File: src/hw/l2_cache_pkg.sv
`default_nettype none

package l2_cache_pkg;

	// ------------------------------
	// geometry
	// ------------------------------
	localparam int WORD_ADDR_W = 12;                     // word address
	localparam int WORD_W      = 32;
	localparam int BLOCK_W     = 2;
	localparam int BLOCK_WORDS = 1 << BLOCK_W;           // words per block
	localparam int SET_W       = 2;
	localparam int N_SETS      = 1 << SET_W;
	localparam int N_WAYS      = 2;
	localparam int WAY_W       = 1;
	localparam int TAG_W       = WORD_ADDR_W - SET_W - BLOCK_W;
	localparam int LINE_W      = SET_W + WAY_W;          // {set, way}
	localparam int N_LINES     = 1 << LINE_W;
	localparam int RAM_ADDR_W  = LINE_W + BLOCK_W;       // {set, way, beat}

	// ------------------------------
	// vector types
	// ------------------------------
	typedef logic [WORD_ADDR_W-1:0] word_addr_t;
	typedef logic [WORD_W-1:0]      word_t;
	typedef logic [TAG_W-1:0]       tag_t;
	typedef logic [SET_W-1:0]       set_idx_t;
	typedef logic [WAY_W-1:0]       way_t;
	typedef logic [LINE_W-1:0]      line_idx_t;
	typedef logic [BLOCK_W-1:0]     beat_t;
	typedef logic [RAM_ADDR_W-1:0]  ram_addr_t;

	// l1 request, rw=1 means l1 hands a block down
	typedef struct packed {
		word_addr_t addr;
		logic       rw;
	} l1_cmd_t;

	// block command to memory
	typedef struct packed {
		logic       block;
		logic       rw;        // 1 = block write (writeback)
		word_addr_t addr;      // block aligned
	} mem_cmd_t;

	typedef struct packed {
		logic hit;
		logic miss;
		logic writeback;
	} perf_t;

	typedef enum logic [2:0] {
		ST_NORMAL       = 3'd0,   // hit/miss check
		ST_WAIT_READY   = 3'd1,   // wait for memory, issue fill
		ST_WRITE_BUFFER = 3'd2,   // victim line to writeback buffer
		ST_READ_BUFFER  = 3'd3,   // fill line from memory or l1
		ST_READ_FROM_L1 = 3'd4,   // write hit, l1 block into ram
		ST_WRITE_TO_L1  = 3'd5,   // read hit, stream block up
		ST_TAG_WAIT     = 3'd6
	} ctrl_state_e;

endpackage

`default_nettype wire

File: src/hw/l2_tag_store.sv
`timescale 1ns/100ps
`default_nettype none

module l2_tag_store (
	input  wire                     clock_i,
	input  wire                     resetn_i,
	input  wire l2_cache_pkg::set_idx_t set_i,
	input  wire l2_cache_pkg::tag_t     tag_i,        // lookup and write tag
	input  wire                     wren_i,
	input  wire l2_cache_pkg::way_t     wr_way_i,
	input  wire l2_cache_pkg::way_t     victim_way_i,
	output logic                    hit_o,
	output l2_cache_pkg::way_t      hit_way_o,
	output l2_cache_pkg::tag_t      victim_tag_o
);

	l2_cache_pkg::tag_t                tag_q [l2_cache_pkg::N_LINES];
	logic [l2_cache_pkg::N_LINES-1:0]  valid_q;
	l2_cache_pkg::line_idx_t           wr_line;
	l2_cache_pkg::line_idx_t           probe_line;

	assign wr_line = {set_i, wr_way_i};

	// valid bits, only control state here
	always_ff @(posedge clock_i) begin
		if (!resetn_i) begin
			valid_q <= '0;
		end else if (wren_i) begin
			valid_q[wr_line] <= 1'b1;             // line now holds a block
		end
	end

	// tag array
	always_ff @(posedge clock_i) begin
		if (wren_i) begin
			tag_q[wr_line] <= tag_i;
		end
	end

	// ------------------------------
	// lookup across both ways
	// ------------------------------
	always_comb begin
		hit_o      = 1'b0;
		hit_way_o  = '0;
		probe_line = '0;
		for (int w = 0; w < l2_cache_pkg::N_WAYS; w++) begin
			probe_line = {set_i, l2_cache_pkg::way_t'(w)};
			if (valid_q[probe_line] && (tag_q[probe_line] == tag_i)) begin
				hit_o     = 1'b1;
				hit_way_o = l2_cache_pkg::way_t'(w);
			end
		end
	end

	// tag of the line about to be replaced, for the writeback address
	assign victim_tag_o = tag_q[{set_i, victim_way_i}];

endmodule

`default_nettype wire

File: src/hw/l2_data_ram.sv
`timescale 1ns/100ps
`default_nettype none

module l2_data_ram (
	input  wire                         clock_i,
	input  wire l2_cache_pkg::ram_addr_t addr_i,   // {set, way, beat}
	input  wire                         wren_i,
	input  wire l2_cache_pkg::word_t     wdata_i,
	output l2_cache_pkg::word_t          rdata_o
);

	localparam int DEPTH = 1 << l2_cache_pkg::RAM_ADDR_W;

	// ------------------------------
	// storage
	// ------------------------------
	l2_cache_pkg::word_t mem_q [DEPTH];

	// write port
	always_ff @(posedge clock_i) begin
		if (wren_i) begin
			mem_q[addr_i] <= wdata_i;
		end
	end

	// read port, one cycle latency, old data on same-address write
	always_ff @(posedge clock_i) begin
		rdata_o <= mem_q[addr_i];
	end

endmodule

`default_nettype wire

File: src/hw/l2_fifo_replacement.sv
`timescale 1ns/100ps
`default_nettype none

module l2_fifo_replacement (
	input  wire                         clock_i,
	input  wire                         resetn_i,
	input  wire l2_cache_pkg::set_idx_t set_i,       // set being looked up
	input  wire                         advance_i,   // fill committed
	input  wire l2_cache_pkg::set_idx_t adv_set_i,
	output l2_cache_pkg::way_t          victim_way_o
);

	// round robin pointer per set
	l2_cache_pkg::way_t ptr_q [l2_cache_pkg::N_SETS];

	always_ff @(posedge clock_i) begin
		if (!resetn_i) begin
			for (int s = 0; s < l2_cache_pkg::N_SETS; s++) begin
				ptr_q[s] <= '0;                      // first fill goes to way 0
			end
		end else if (advance_i) begin
			if (ptr_q[adv_set_i] == l2_cache_pkg::way_t'(l2_cache_pkg::N_WAYS - 1)) begin
				ptr_q[adv_set_i] <= '0;               // wrap
			end else begin
				ptr_q[adv_set_i] <= ptr_q[adv_set_i] + 1'b1;
			end
		end
	end

	// oldest fill in the set is the victim
	assign victim_way_o = ptr_q[set_i];

endmodule

`default_nettype wire

File: src/hw/l2_cache_controller.sv
`timescale 1ns/100ps
`default_nettype none

module l2_cache_controller (
	input  wire                          clock_i,
	input  wire                          resetn_i,

	// l1 side
	input  wire                          l1_req_i,
	input  wire l2_cache_pkg::l1_cmd_t   l1_cmd_i,
	input  wire                          l1_wvalid_i,
	input  wire l2_cache_pkg::word_t     l1_wdata_i,
	input  wire                          l1_rready_i,
	output logic                         l1_rack_o,
	output logic                         l1_rvalid_o,
	output logic                         l1_done_o,

	// tag store and replacement
	input  wire                          tag_hit_i,
	input  wire l2_cache_pkg::way_t      tag_hit_way_i,
	input  wire l2_cache_pkg::tag_t      victim_tag_i,
	input  wire l2_cache_pkg::way_t      victim_way_i,
	output l2_cache_pkg::set_idx_t       tag_set_o,
	output l2_cache_pkg::tag_t           tag_o,
	output logic                         tag_wren_o,
	output l2_cache_pkg::way_t           tag_way_o,
	output logic                         repl_adv_o,

	// data ram
	output l2_cache_pkg::ram_addr_t      ram_addr_o,
	output logic                         ram_wren_o,
	output l2_cache_pkg::word_t          ram_wdata_o,
	input  wire l2_cache_pkg::word_t     ram_rdata_i,

	// memory buffers and command
	input  wire                          fill_ready_i,
	input  wire l2_cache_pkg::word_t     fill_data_i,
	output logic                         fill_ack_o,
	input  wire                          wb_ready_i,
	output logic                         wb_ack_o,
	output l2_cache_pkg::word_t          wb_data_o,
	input  wire                          mem_ready_i,
	output logic                         mem_req_o,
	output l2_cache_pkg::mem_cmd_t       mem_cmd_o,

	output l2_cache_pkg::perf_t          perf_o
);

	l2_cache_pkg::ctrl_state_e           state_q;
	l2_cache_pkg::beat_t                 beat_q;      // word within block
	l2_cache_pkg::l1_cmd_t               req_q;       // request being served
	l2_cache_pkg::way_t                  way_q;       // hit way or victim
	logic                                pend_q;      // read miss, serve hit after fill
	logic                                done_q;
	logic                                rvalid_q;
	logic [l2_cache_pkg::N_LINES-1:0]    dirty_q;
	logic                                wb_pend_q;   // block write still to be issued
	l2_cache_pkg::word_addr_t            wb_addr_q;
	l2_cache_pkg::perf_t                 perf_q;

	l2_cache_pkg::l1_cmd_t               cur_cmd;
	l2_cache_pkg::set_idx_t              cur_set;
	l2_cache_pkg::line_idx_t             line;
	l2_cache_pkg::line_idx_t             hit_line;
	l2_cache_pkg::beat_t                 rd_beat;
	l2_cache_pkg::word_addr_t            fill_addr;
	logic                                active;
	logic                                last_beat;
	logic                                l1_take;
	logic                                fill_take;
	logic                                wb_push;
	logic                                commit;
	logic                                mem_go;
	logic                                issue_fill;
	logic                                issue_wb;

	// ------------------------------
	// lookup address and strobes
	// ------------------------------
	// new requests look up straight from the l1 port
	assign cur_cmd   = (state_q == l2_cache_pkg::ST_NORMAL && !pend_q) ? l1_cmd_i : req_q;
	assign cur_set   = cur_cmd.addr[l2_cache_pkg::BLOCK_W +: l2_cache_pkg::SET_W];
	assign line      = {cur_set, way_q};
	assign hit_line  = {cur_set, tag_hit_way_i};
	assign last_beat = (beat_q == l2_cache_pkg::beat_t'(l2_cache_pkg::BLOCK_WORDS - 1));
	assign active    = (state_q == l2_cache_pkg::ST_NORMAL) && (pend_q || (l1_req_i && done_q));

	assign l1_take   = l1_wvalid_i && ((state_q == l2_cache_pkg::ST_READ_FROM_L1) ||
	                   (state_q == l2_cache_pkg::ST_READ_BUFFER && req_q.rw));
	assign fill_take = fill_ready_i && (state_q == l2_cache_pkg::ST_READ_BUFFER) && !req_q.rw;
	assign wb_push   = wb_ready_i && (state_q == l2_cache_pkg::ST_WRITE_BUFFER);
	assign commit    = (l1_take || fill_take) && (state_q == l2_cache_pkg::ST_READ_BUFFER) &&
	                   last_beat;                  // last word of a fill

	// pending writeback goes out first, fill waits for it
	assign issue_wb   = wb_pend_q && mem_ready_i;
	assign mem_go     = (state_q == l2_cache_pkg::ST_WAIT_READY) && mem_ready_i && !wb_pend_q;
	assign issue_fill = mem_go && !req_q.rw;        // write miss allocates without fetch
	assign fill_addr  = {req_q.addr[l2_cache_pkg::WORD_ADDR_W-1:l2_cache_pkg::BLOCK_W],
	                     {l2_cache_pkg::BLOCK_W{1'b0}}};

	// victim read runs one word ahead of the push (ram latency)
	assign rd_beat = wb_push ? beat_q + 1'b1 : beat_q;

	// ------------------------------
	// outputs
	// ------------------------------
	assign tag_set_o   = cur_set;
	assign tag_o       = cur_cmd.addr[l2_cache_pkg::WORD_ADDR_W-1 -: l2_cache_pkg::TAG_W];
	assign tag_wren_o  = commit;
	assign tag_way_o   = way_q;
	assign repl_adv_o  = commit;                    // fifo order follows fill order

	assign ram_addr_o  = {line, rd_beat};
	assign ram_wren_o  = l1_take || fill_take;
	assign ram_wdata_o = fill_take ? fill_data_i : l1_wdata_i;

	assign l1_rack_o   = l1_take;
	assign l1_rvalid_o = rvalid_q;                  // data from ram this cycle
	assign l1_done_o   = done_q;
	assign fill_ack_o  = fill_take;
	assign wb_ack_o    = wb_push;
	assign wb_data_o   = ram_rdata_i;

	assign mem_req_o       = issue_wb || issue_fill;
	assign mem_cmd_o.block = 1'b1;
	assign mem_cmd_o.rw    = wb_pend_q;
	assign mem_cmd_o.addr  = wb_pend_q ? wb_addr_q : fill_addr;
	assign perf_o          = perf_q;

	// ------------------------------
	// state machine
	// ------------------------------
	always_ff @(posedge clock_i) begin
		if (!resetn_i) begin
			state_q   <= l2_cache_pkg::ST_NORMAL;
			beat_q    <= '0;
			pend_q    <= 1'b0;
			done_q    <= 1'b1;                  // ready out of reset
			rvalid_q  <= 1'b0;
			dirty_q   <= '0;
			wb_pend_q <= 1'b0;
			perf_q    <= '0;
		end else begin
			rvalid_q <= 1'b0;
			perf_q   <= '0;
			if (issue_wb) begin
				wb_pend_q <= 1'b0;
			end

			case (state_q)
				l2_cache_pkg::ST_NORMAL: begin
					if (active) begin
						done_q <= 1'b0;             // stall l1
						beat_q <= '0;
						if (tag_hit_i) begin
							pend_q      <= 1'b0;
							perf_q.hit  <= !pend_q;  // not counted on return from miss
							if (cur_cmd.rw) begin
								dirty_q[hit_line] <= 1'b1;
								state_q           <= l2_cache_pkg::ST_READ_FROM_L1;
							end else begin
								state_q <= l2_cache_pkg::ST_WRITE_TO_L1;
							end
						end else begin
							perf_q.miss <= 1'b1;
							pend_q      <= !cur_cmd.rw;
							state_q     <= l2_cache_pkg::ST_WAIT_READY;
						end
					end
				end

				l2_cache_pkg::ST_WAIT_READY: begin
					if (mem_go) begin
						if (dirty_q[line]) begin
							perf_q.writeback <= 1'b1;
							state_q          <= l2_cache_pkg::ST_WRITE_BUFFER;
						end else begin
							state_q <= l2_cache_pkg::ST_READ_BUFFER;
						end
					end
				end

				l2_cache_pkg::ST_WRITE_BUFFER: begin
					if (wb_push) begin
						if (beat_q == '0) begin
							wb_pend_q <= 1'b1;          // command after first word
						end
						beat_q <= beat_q + 1'b1;        // wraps to 0 on last
						if (last_beat) begin
							state_q <= l2_cache_pkg::ST_READ_BUFFER;
						end
					end
				end

				l2_cache_pkg::ST_READ_BUFFER: begin
					if (l1_take || fill_take) begin
						beat_q <= beat_q + 1'b1;
						if (last_beat) begin
							dirty_q[line] <= req_q.rw;  // l1 block differs from memory
							state_q       <= l2_cache_pkg::ST_TAG_WAIT;
						end
					end
				end

				l2_cache_pkg::ST_READ_FROM_L1: begin
					if (l1_take) begin
						beat_q <= beat_q + 1'b1;
						if (last_beat) begin
							done_q  <= 1'b1;
							state_q <= l2_cache_pkg::ST_NORMAL;
						end
					end
				end

				l2_cache_pkg::ST_WRITE_TO_L1: begin
					if (l1_rready_i) begin
						rvalid_q <= 1'b1;
						beat_q   <= beat_q + 1'b1;
						if (last_beat) begin
							state_q <= l2_cache_pkg::ST_TAG_WAIT;   // let last word out
						end
					end
				end

				l2_cache_pkg::ST_TAG_WAIT: begin
					done_q  <= !pend_q;          // read miss still owes the hit
					state_q <= l2_cache_pkg::ST_NORMAL;
				end

				default: begin
					state_q <= l2_cache_pkg::ST_NORMAL;
				end
			endcase
		end
	end

	// request and writeback address
	always_ff @(posedge clock_i) begin
		if (active) begin
			req_q <= cur_cmd;
			way_q <= tag_hit_i ? tag_hit_way_i : victim_way_i;
		end
		if (wb_push && (beat_q == '0)) begin
			wb_addr_q <= {victim_tag_i, cur_set, {l2_cache_pkg::BLOCK_W{1'b0}}};
		end
	end

endmodule

`default_nettype wire

File: src/hw/l2_cache_top.sv
`timescale 1ns/100ps
`default_nettype none

module l2_cache_top (
	input  wire                          clock_i,
	input  wire                          resetn_i,

	// l1 side
	input  wire                          l1_req_i,
	input  wire l2_cache_pkg::l1_cmd_t   l1_cmd_i,
	input  wire                          l1_wvalid_i,
	input  wire l2_cache_pkg::word_t     l1_wdata_i,
	input  wire                          l1_rready_i,
	output l2_cache_pkg::word_t          l1_rdata_o,
	output logic                         l1_rack_o,
	output logic                         l1_rvalid_o,
	output logic                         l1_done_o,

	// memory side
	input  wire                          mem_ready_i,
	output logic                         mem_req_o,
	output l2_cache_pkg::mem_cmd_t       mem_cmd_o,
	input  wire                          fill_ready_i,
	input  wire l2_cache_pkg::word_t     fill_data_i,
	output logic                         fill_ack_o,
	input  wire                          wb_ready_i,
	output logic                         wb_ack_o,
	output l2_cache_pkg::word_t          wb_data_o,

	output l2_cache_pkg::perf_t          perf_o
);

	// ------------------------------
	// internal nets
	// ------------------------------
	logic                      tag_hit;
	l2_cache_pkg::way_t        tag_hit_way;
	l2_cache_pkg::tag_t        victim_tag;
	l2_cache_pkg::way_t        victim_way;
	l2_cache_pkg::set_idx_t    tag_set;      // lookup and advance set
	l2_cache_pkg::tag_t        tag;
	logic                      tag_wren;
	l2_cache_pkg::way_t        tag_way;
	logic                      repl_adv;
	l2_cache_pkg::ram_addr_t   ram_addr;
	logic                      ram_wren;
	l2_cache_pkg::word_t       ram_wdata;

	l2_cache_controller u_ctrl (
		.clock_i       (clock_i),
		.resetn_i      (resetn_i),
		.l1_req_i      (l1_req_i),
		.l1_cmd_i      (l1_cmd_i),
		.l1_wvalid_i   (l1_wvalid_i),
		.l1_wdata_i    (l1_wdata_i),
		.l1_rready_i   (l1_rready_i),
		.l1_rack_o     (l1_rack_o),
		.l1_rvalid_o   (l1_rvalid_o),
		.l1_done_o     (l1_done_o),
		.tag_hit_i     (tag_hit),
		.tag_hit_way_i (tag_hit_way),
		.victim_tag_i  (victim_tag),
		.victim_way_i  (victim_way),
		.tag_set_o     (tag_set),
		.tag_o         (tag),
		.tag_wren_o    (tag_wren),
		.tag_way_o     (tag_way),
		.repl_adv_o    (repl_adv),
		.ram_addr_o    (ram_addr),
		.ram_wren_o    (ram_wren),
		.ram_wdata_o   (ram_wdata),
		.ram_rdata_i   (l1_rdata_o),       // ram read data also feeds l1 directly
		.fill_ready_i  (fill_ready_i),
		.fill_data_i   (fill_data_i),
		.fill_ack_o    (fill_ack_o),
		.wb_ready_i    (wb_ready_i),
		.wb_ack_o      (wb_ack_o),
		.wb_data_o     (wb_data_o),
		.mem_ready_i   (mem_ready_i),
		.mem_req_o     (mem_req_o),
		.mem_cmd_o     (mem_cmd_o),
		.perf_o        (perf_o)
	);

	l2_tag_store u_tags (
		.clock_i      (clock_i),
		.resetn_i     (resetn_i),
		.set_i        (tag_set),
		.tag_i        (tag),
		.wren_i       (tag_wren),
		.wr_way_i     (tag_way),
		.victim_way_i (victim_way),
		.hit_o        (tag_hit),
		.hit_way_o    (tag_hit_way),
		.victim_tag_o (victim_tag)
	);

	l2_data_ram u_ram (
		.clock_i (clock_i),
		.addr_i  (ram_addr),
		.wren_i  (ram_wren),
		.wdata_i (ram_wdata),
		.rdata_o (l1_rdata_o)
	);

	l2_fifo_replacement u_repl (
		.clock_i      (clock_i),
		.resetn_i     (resetn_i),
		.set_i        (tag_set),
		.advance_i    (repl_adv),
		.adv_set_i    (tag_set),         // same set as the committing tag write
		.victim_way_o (victim_way)
	);

endmodule

`default_nettype wire

File: config.mk
export PLATFORM = sky130hd
export DESIGN_NAME = l2_cache_top
export DESIGN_NICKNAME = d
export VERILOG_FILES = /design/src/hw/l2_cache_pkg.sv /design/src/hw/l2_tag_store.sv /design/src/hw/l2_data_ram.sv /design/src/hw/l2_fifo_replacement.sv /design/src/hw/l2_cache_controller.sv /design/src/hw/l2_cache_top.sv
export SDC_FILE = /design/constraint.sdc
export NUM_CORES = 1
export LEC_CHECK = 0
export ABC_AREA = 1
export BUFFER_PORTS_ARGS = -buffer_cell sky130_fd_sc_hd__buf_2
export CORE_ASPECT_RATIO = 1.1
export CORE_UTILIZATION = 50
export CTS_CLUSTER_SIZE = 24
export DETAILED_ROUTE_END_ITERATION = 6
export PLACE_DENSITY = 0.67
export SYNTH_ARGS = -nofsm -noshare
export SYNTH_HDL_FRONTEND = slang
export SYNTH_SLANG_ARGS = --single-unit
File: constraint.sdc
create_clock -name clock_i -period 4.4 [get_ports clock_i]
set_input_delay 0.88 -clock clock_i [delete_from_list [all_inputs] [get_ports clock_i]]
set_output_delay 0.88 -clock clock_i [all_outputs]
set_load 0.02 [all_outputs]
## Word-level counts from Yosys, hierarchy flattened

Memories as Yosys holds them, arrays and structs flattened. A register that Yosys moved wholly into a read port is not among the register bits.
Cells that the tools add are included.

| cells by class | value |
|---|---|
| add/sub/neg operators | 2 |
| magnitude comparators | 6 |
| muxes and demuxes | 72 |
| equality and inequality tests | 20 |
| bitwise operators | 3 |
| reduce and logical (&&, ||, !) cells | 43 |

Operator list:

| cell | count |
|---|---|
| $mux 8 | 5 |
| $mux 1 | 38 |
| $mux 32 | 1 |
| $mux 3 | 10 |
| $logic_and 1x1->1 | 19 |
| $ne 2x1->1 const B | 9 |
| $pmux 3 s6 | 1 |
| $eq 8x8->1 | 2 |
| $lt 3x4->1 const B | 4 |
| $or 8x8->8 | 2 |
| $pmux 8 s2 | 1 |
| $mux 13 | 1 |
| $mux 12 | 1 |
| $mux 2 | 6 |
| $pmux 2 s5 | 1 |
| $eq 3x3->1 const B | 3 |
| $bwmux 8 | 1 |
| $reduce_and 4->1 | 2 |
| $reduce_and 8->1 | 1 |
| $demux 1 s3 | 2 |
| $eq 3x2->1 const B | 2 |
| $ge 3x1->1 const B | 2 |
| $reduce_and 2->1 | 3 |
| $reduce_and 3->1 | 2 |
| other kinds (19) | 27 |

| word-level totals | value |
|---|---|
| logic and storage cells | 165 |
| RAM bits | 1092 |
| memories kept | 3 |
| bits of input ports | 85 |
| output and inout port bits | 87 |
| bits in registers | 52 |

Memory list:

| memory | words | width | rd ports | clocked after Yosys merged registers in | write ports | line | source |
|---|---|---|---|---|---|---|---|
| u_ram.mem_q | 32 | 32 | 1 | 1 | 1 | l2_data_ram.sv:17 | `l2_cache_pkg::word_t mem_q [DEPTH];` |
| u_tags.tag_q | 8 | 8 | 3 | 1 | 1 | l2_tag_store.sv:17 | `l2_cache_pkg::tag_t tag_q [l2_cache_pkg::N_LINES];` |
| u_repl.ptr_q | 4 | 1 | 1 | 0 | 4 | l2_fifo_replacement.sv:14 | `l2_cache_pkg::way_t ptr_q [l2_cache_pkg::N_SETS];` |

## Logic depth before layout (Yosys ltp)

| logic depth | value |
|---|---|
| depth in word-level cells | 16 |
| depth in mapped cells | 21 |
| mapped depth without buffers | 19 |

## Modules after synthesis

A second synthesis with hierarchy kept.

| unflattened totals | value |
|---|---|
| cells, all modules | 4940 |
| area total of the unflattened synthesis | 49592.6 um^2 |

Modules (own cells, without submodules):

| module | area an instance (um^2) | cells each | seq. area each (um^2) | instances |
|---|---|---|---|---|
| l2_data_ram | 42919.9 | 4091 | 31390.1 | 1 |
| l2_tag_store | 3318.2 | 365 | 2082.0 | 1 |
| l2_cache_controller | 3095.5 | 443 | 1061.0 | 1 |
| l2_fifo_replacement | 259.0 | 41 | 90.1 | 1 |

## Least setup slack after synthesis

No wires, ideal clock.

| path | value |
|---|---|
| path kind | input to register |
| start point | input port wb_ready_i |
| end point | memory u_ram.mem_q[11][0] in the netlist's numbering, enable pin |
| data required time | 3979 ps |
| buffers on the path | 2 |
| path slack | 303 ps |
| stages | 10 |
| setup time | 421 ps |
| data arrival time | 3676 ps |
| cells stage by stage | nand3_1 -> inv_1 -> nand2_1 -> nand2_1 -> inv_1 -> nor2_1 -> buf_2 -> buf_1 -> nand2_1 -> nor2_1 |

| between the ends | value |
|---|---|
| cells in the longest elaborated chain, start to end | 2 |

RTL lines:

| what | line | source |
|---|---|---|
| start: declaration | l2_cache_top.sv:26 | `input wire wb_ready_i,` |
| $logic_and 1x1->1 | l2_cache_controller.sv:91 | `assign wb_push = wb_ready_i && (state_q == l2_cache_pkg::ST_WRITE_BUFFER);` |
| via wb_ack_o | l2_cache_top.sv:27 | `output logic wb_ack_o,` |
| $mux 2 | - |  |
| end: declaration | l2_data_ram.sv:17 |  |

The timed path passes the listed nets, and every way through them passes these cells.

## Worst setup path in the final report

| path | value |
|---|---|
| start point | register u_ctrl.state_q[0] |
| end point | memory u_ram.mem_q[17][15] in the netlist's numbering, data pin |

| between the ends | value |
|---|---|
| cells in the longest elaborated chain, start to end | 4 |

RTL lines:

| what | line | source |
|---|---|---|
| start: declaration | l2_cache_controller.sv:49 | `l2_cache_pkg::ctrl_state_e state_q;` |
| start signal: assignment | l2_cache_controller.sv:136 | `state_q <= l2_cache_pkg::ST_NORMAL;` |
| start signal: assignment | l2_cache_controller.sv:161 | `state_q <= l2_cache_pkg::ST_READ_FROM_L1;` |
| start signal: assignment | l2_cache_controller.sv:163 | `state_q <= l2_cache_pkg::ST_WRITE_TO_L1;` |
| $eq 3x2->1 | l2_cache_controller.sv:90 | `assign fill_take = fill_ready_i && (state_q == l2_cache_pkg::ST_READ_BUFFER) && !req_q.rw;` |
| $logic_and 1x1->1 (2 in series) | l2_cache_controller.sv:90 |  |
| $mux 32 | l2_cache_controller.sv:116 | `assign ram_wdata_o = fill_take ? fill_data_i : l1_wdata_i;` |
| via ram_wdata[15] | l2_cache_top.sv:47 | `l2_cache_pkg::word_t ram_wdata;` |

The timed path passes the listed nets, and every way through them passes these cells.

==> out/qor.yml <==
start_kind: "flop"
register_area_mm2: 0.0346
synth_cells: 2990
rsz0062_at_grt: "no"
grt_pass1_vias: 27100
globalRoute.totalOverflow: 0
die_area_mm2: 0.0900
postCtsResizedCells: 0
area_delta_synth_final_pct: 14.9
cts_root_buf: "clkbuf_16"
first_iter_violations: 3306
drive_above_1_share_pct: 16.6
multiInputGateArea_mm2: 0.00878
tightestPinTransition_ns: 1.22
met3_usage_pct: 4.53
finalCritPeriodShare_pct: 82.0
fin_util_pct: 58.1
irDropWorstVdd_mv: 0.461
ys_seq_elements: 1174
cap_violations: 0
clk_pin_slew_worst_paths_ns: 0.06
p_total_mw: 31.9
synth_flop_cell: "edfxtp_1"
hold_class: "primary input to flop"
fin_nets: 3285
yosys_warnings: 0
dr.pass1.iters: 6
crit_type: "flop to flop"
h-tree-depth: 3
power.density_mw_per_mm2: 626
tritoncts: "yes"
ys_seq_area_share_pct: 78.0
grt_pass1_wl_mm: 171
clockBufferDepth: 3
syn_avg_cell_area_um2: 14.8
cts_setup_buffers: 0
ant_nets: 0
min-delay-start: "l1_rready_i"
wl_per_cell_um: 26.0
netlist_area_mm2: 0.0444
routed_via_density: 6.13
hold_path_depth: 3
skew_ns: 0.0396
fin_tns_setup_ns: 0
cp-end-kind: "flop"
r2r-start: "u_ctrl.state_q[0]"
grt_max_degree: 84
ys_types: 43
period_needed_ns: 3.61
hpwl_mm: 65.7
slew_headroom_pct: 18.4
mostFrequentLayoutCells: "1111 x edfxtp_1, 513 x a22oi_1, 427 x nand2_1, 246 x a21oi_1, 166 x buf_2"
final_max_slew_viol_count: 0
synth_edf_count: 1111
portBuffers: 166
ioPinCount: 172
gp_congestion: 0.859
grt.total_usage_pct: 25.7
cts_hold_buf: 0
numClockSinks: 1174
top_usage_layer: "met2"
initial_utilization_pct: 50.5
fp.dieH_um: 315
holdWs_ns: 0.469
finalHoldViolations: 0
fillers: 6744
reg2reg_slack_ns: 0.79
wl_mm: 116
cts_buffers: 110
antenna_found_initial: 1
final_common_cell: "edfxtp_1"
core_area_mm2: 0.0879
status: "finished, final reports clean"
rows: 114
globalRouteMet1Util_pct: 33.5
p_leak_nw: 17.3
max_freq_mhz: 277
async_flop_share_pct: 0
arrival_ns: 3.70
cp_max_fo: 34
met2_usage_pct: 43.1
setup_violations: 0
hold_path_end: "u_ctrl.l1_rvalid_o"
die_w_um: 286
vias: 27300
drc: 0
cp.required_ns: 4.49
clk_latency_ns: 0.68
reg2reg_to: "u_ram.mem_q[17][15]"
worst_r2r_path_depth: 9
==> registers in the layout, summed over array words and instances (netlist names), 4 cells and up <==
name and flops:
u_tags.valid_q 8, u_ram.mem_q 1024, u_ctrl.dirty_q 8, u_ctrl.wb_addr_q 10
u_ctrl.fill_addr 10, u_repl.ptr_q 4, u_ram.rdata_o 32, u_tags.tag_q 64
==> through the flow <==
step                std cells  area (um^2)  setup slack [ns]
floorplan                2991        44400             0.303
global placement         4246        47300             0.772
detailed placement       4246        47300             0.719
CTS                      4449        51000             0.849
global route             4449        51000             0.573
finish                   4450        51000             0.793
==> how the worst max path moves through the flow <==
stage	depth (start not counted)	slack [ns]	end	start
final	9	0.79	u_ram.mem_q[17][15]	u_ctrl.state_q[0]
after global routing	9	0.57	u_ram.mem_q[23][25]	u_ctrl.state_q[0]
after CTS	9	0.85	u_ram.mem_q[17][15]	u_ctrl.state_q[0]
after detailed placement	10	0.72	u_ram.mem_q[11][10]	wb_ready_i
after global placement	10	0.77	u_ram.mem_q[11][28]	wb_ready_i
after floorplan	10	0.30	u_ram.mem_q[11][0]	wb_ready_i
==> power by group <==
part	total (mW)	switching [mW]	internal, mW
clock network	9.64	4.06	5.58
registers	13.0	0.185	12.9
logic	9.25	6.56	2.69
total	31.9	10.8	21.1
==> layer usage <==
layer,vias up,part of all wire (%)
met3,230,8.1
li1,12000,-
met5,-,0.011
met4,2,3.3
met1,13700,39
met2,1341,50
==> cell families (layout without fill, tap and decap cells) <==
kind of cell	count (synthesis)	count (layout)	synth area share, %
DFF	1174	1174	78.0
adders and majority gates	2	2	0.0564
AOI/OAI and AO/OA	831	831	12.4
other	2	4	0.0169
buffers and inverters	294	592	2.88
and+or+nand+nor	687	687	6.64
==> critical path, stage by stage (launching register included) <==
cell and delay (ns):
dfxtp_1 0.44, inv_1 0.13, nor3_2 0.18, buf_4 0.23, inv_2 0.13, nor3_4 0.18
buf_4 0.35, inv_1 0.47, nand2_1 0.16, nand2_1 0.69
==> synthesized netlist by cell type, types with 12 or more instances <==
| master | n | share of area [%] |
|---|---|---|
| edfxtp_1 | 1111 | 75 |
| a22oi_1 | 513 | 8.7 |
| nand2_1 | 434 | 3.7 |
| a21oi_1 | 246 | 2.8 |
| clkbuf_1 | 131 | 1.1 |
| nor2_1 | 98 | 0.83 |
| inv_1 | 76 | 0.64 |
| dfxtp_1 | 63 | 2.8 |
| nor4_1 | 50 | 0.70 |
| nand3_1 | 43 | 0.48 |
| buf_4 | 40 | 0.68 |
| o21ai_0 | 26 | 0.29 |
| nand4_1 | 25 | 0.35 |
| buf_1 | 17 | 0.14 |
| buf_2 | 14 | 0.16 |
| o21ai_1 | 14 | 0.16 |
| inv_2 | 12 | 0.10 |
==> cell type report <==
cell class | count | share of cell area, %
sequential | 1174 | 67.9
multi-input combinational | 1523 | 17.2
clock buffer | 137 | 5.70
timing repair buffer | 298 | 4.16
tap | 1160 | 2.84
clock inverter | 66 | 1.54
inverter | 91 | 0.699
antenna | 1 | 0.00490
(Power assumes the default switching activity.)
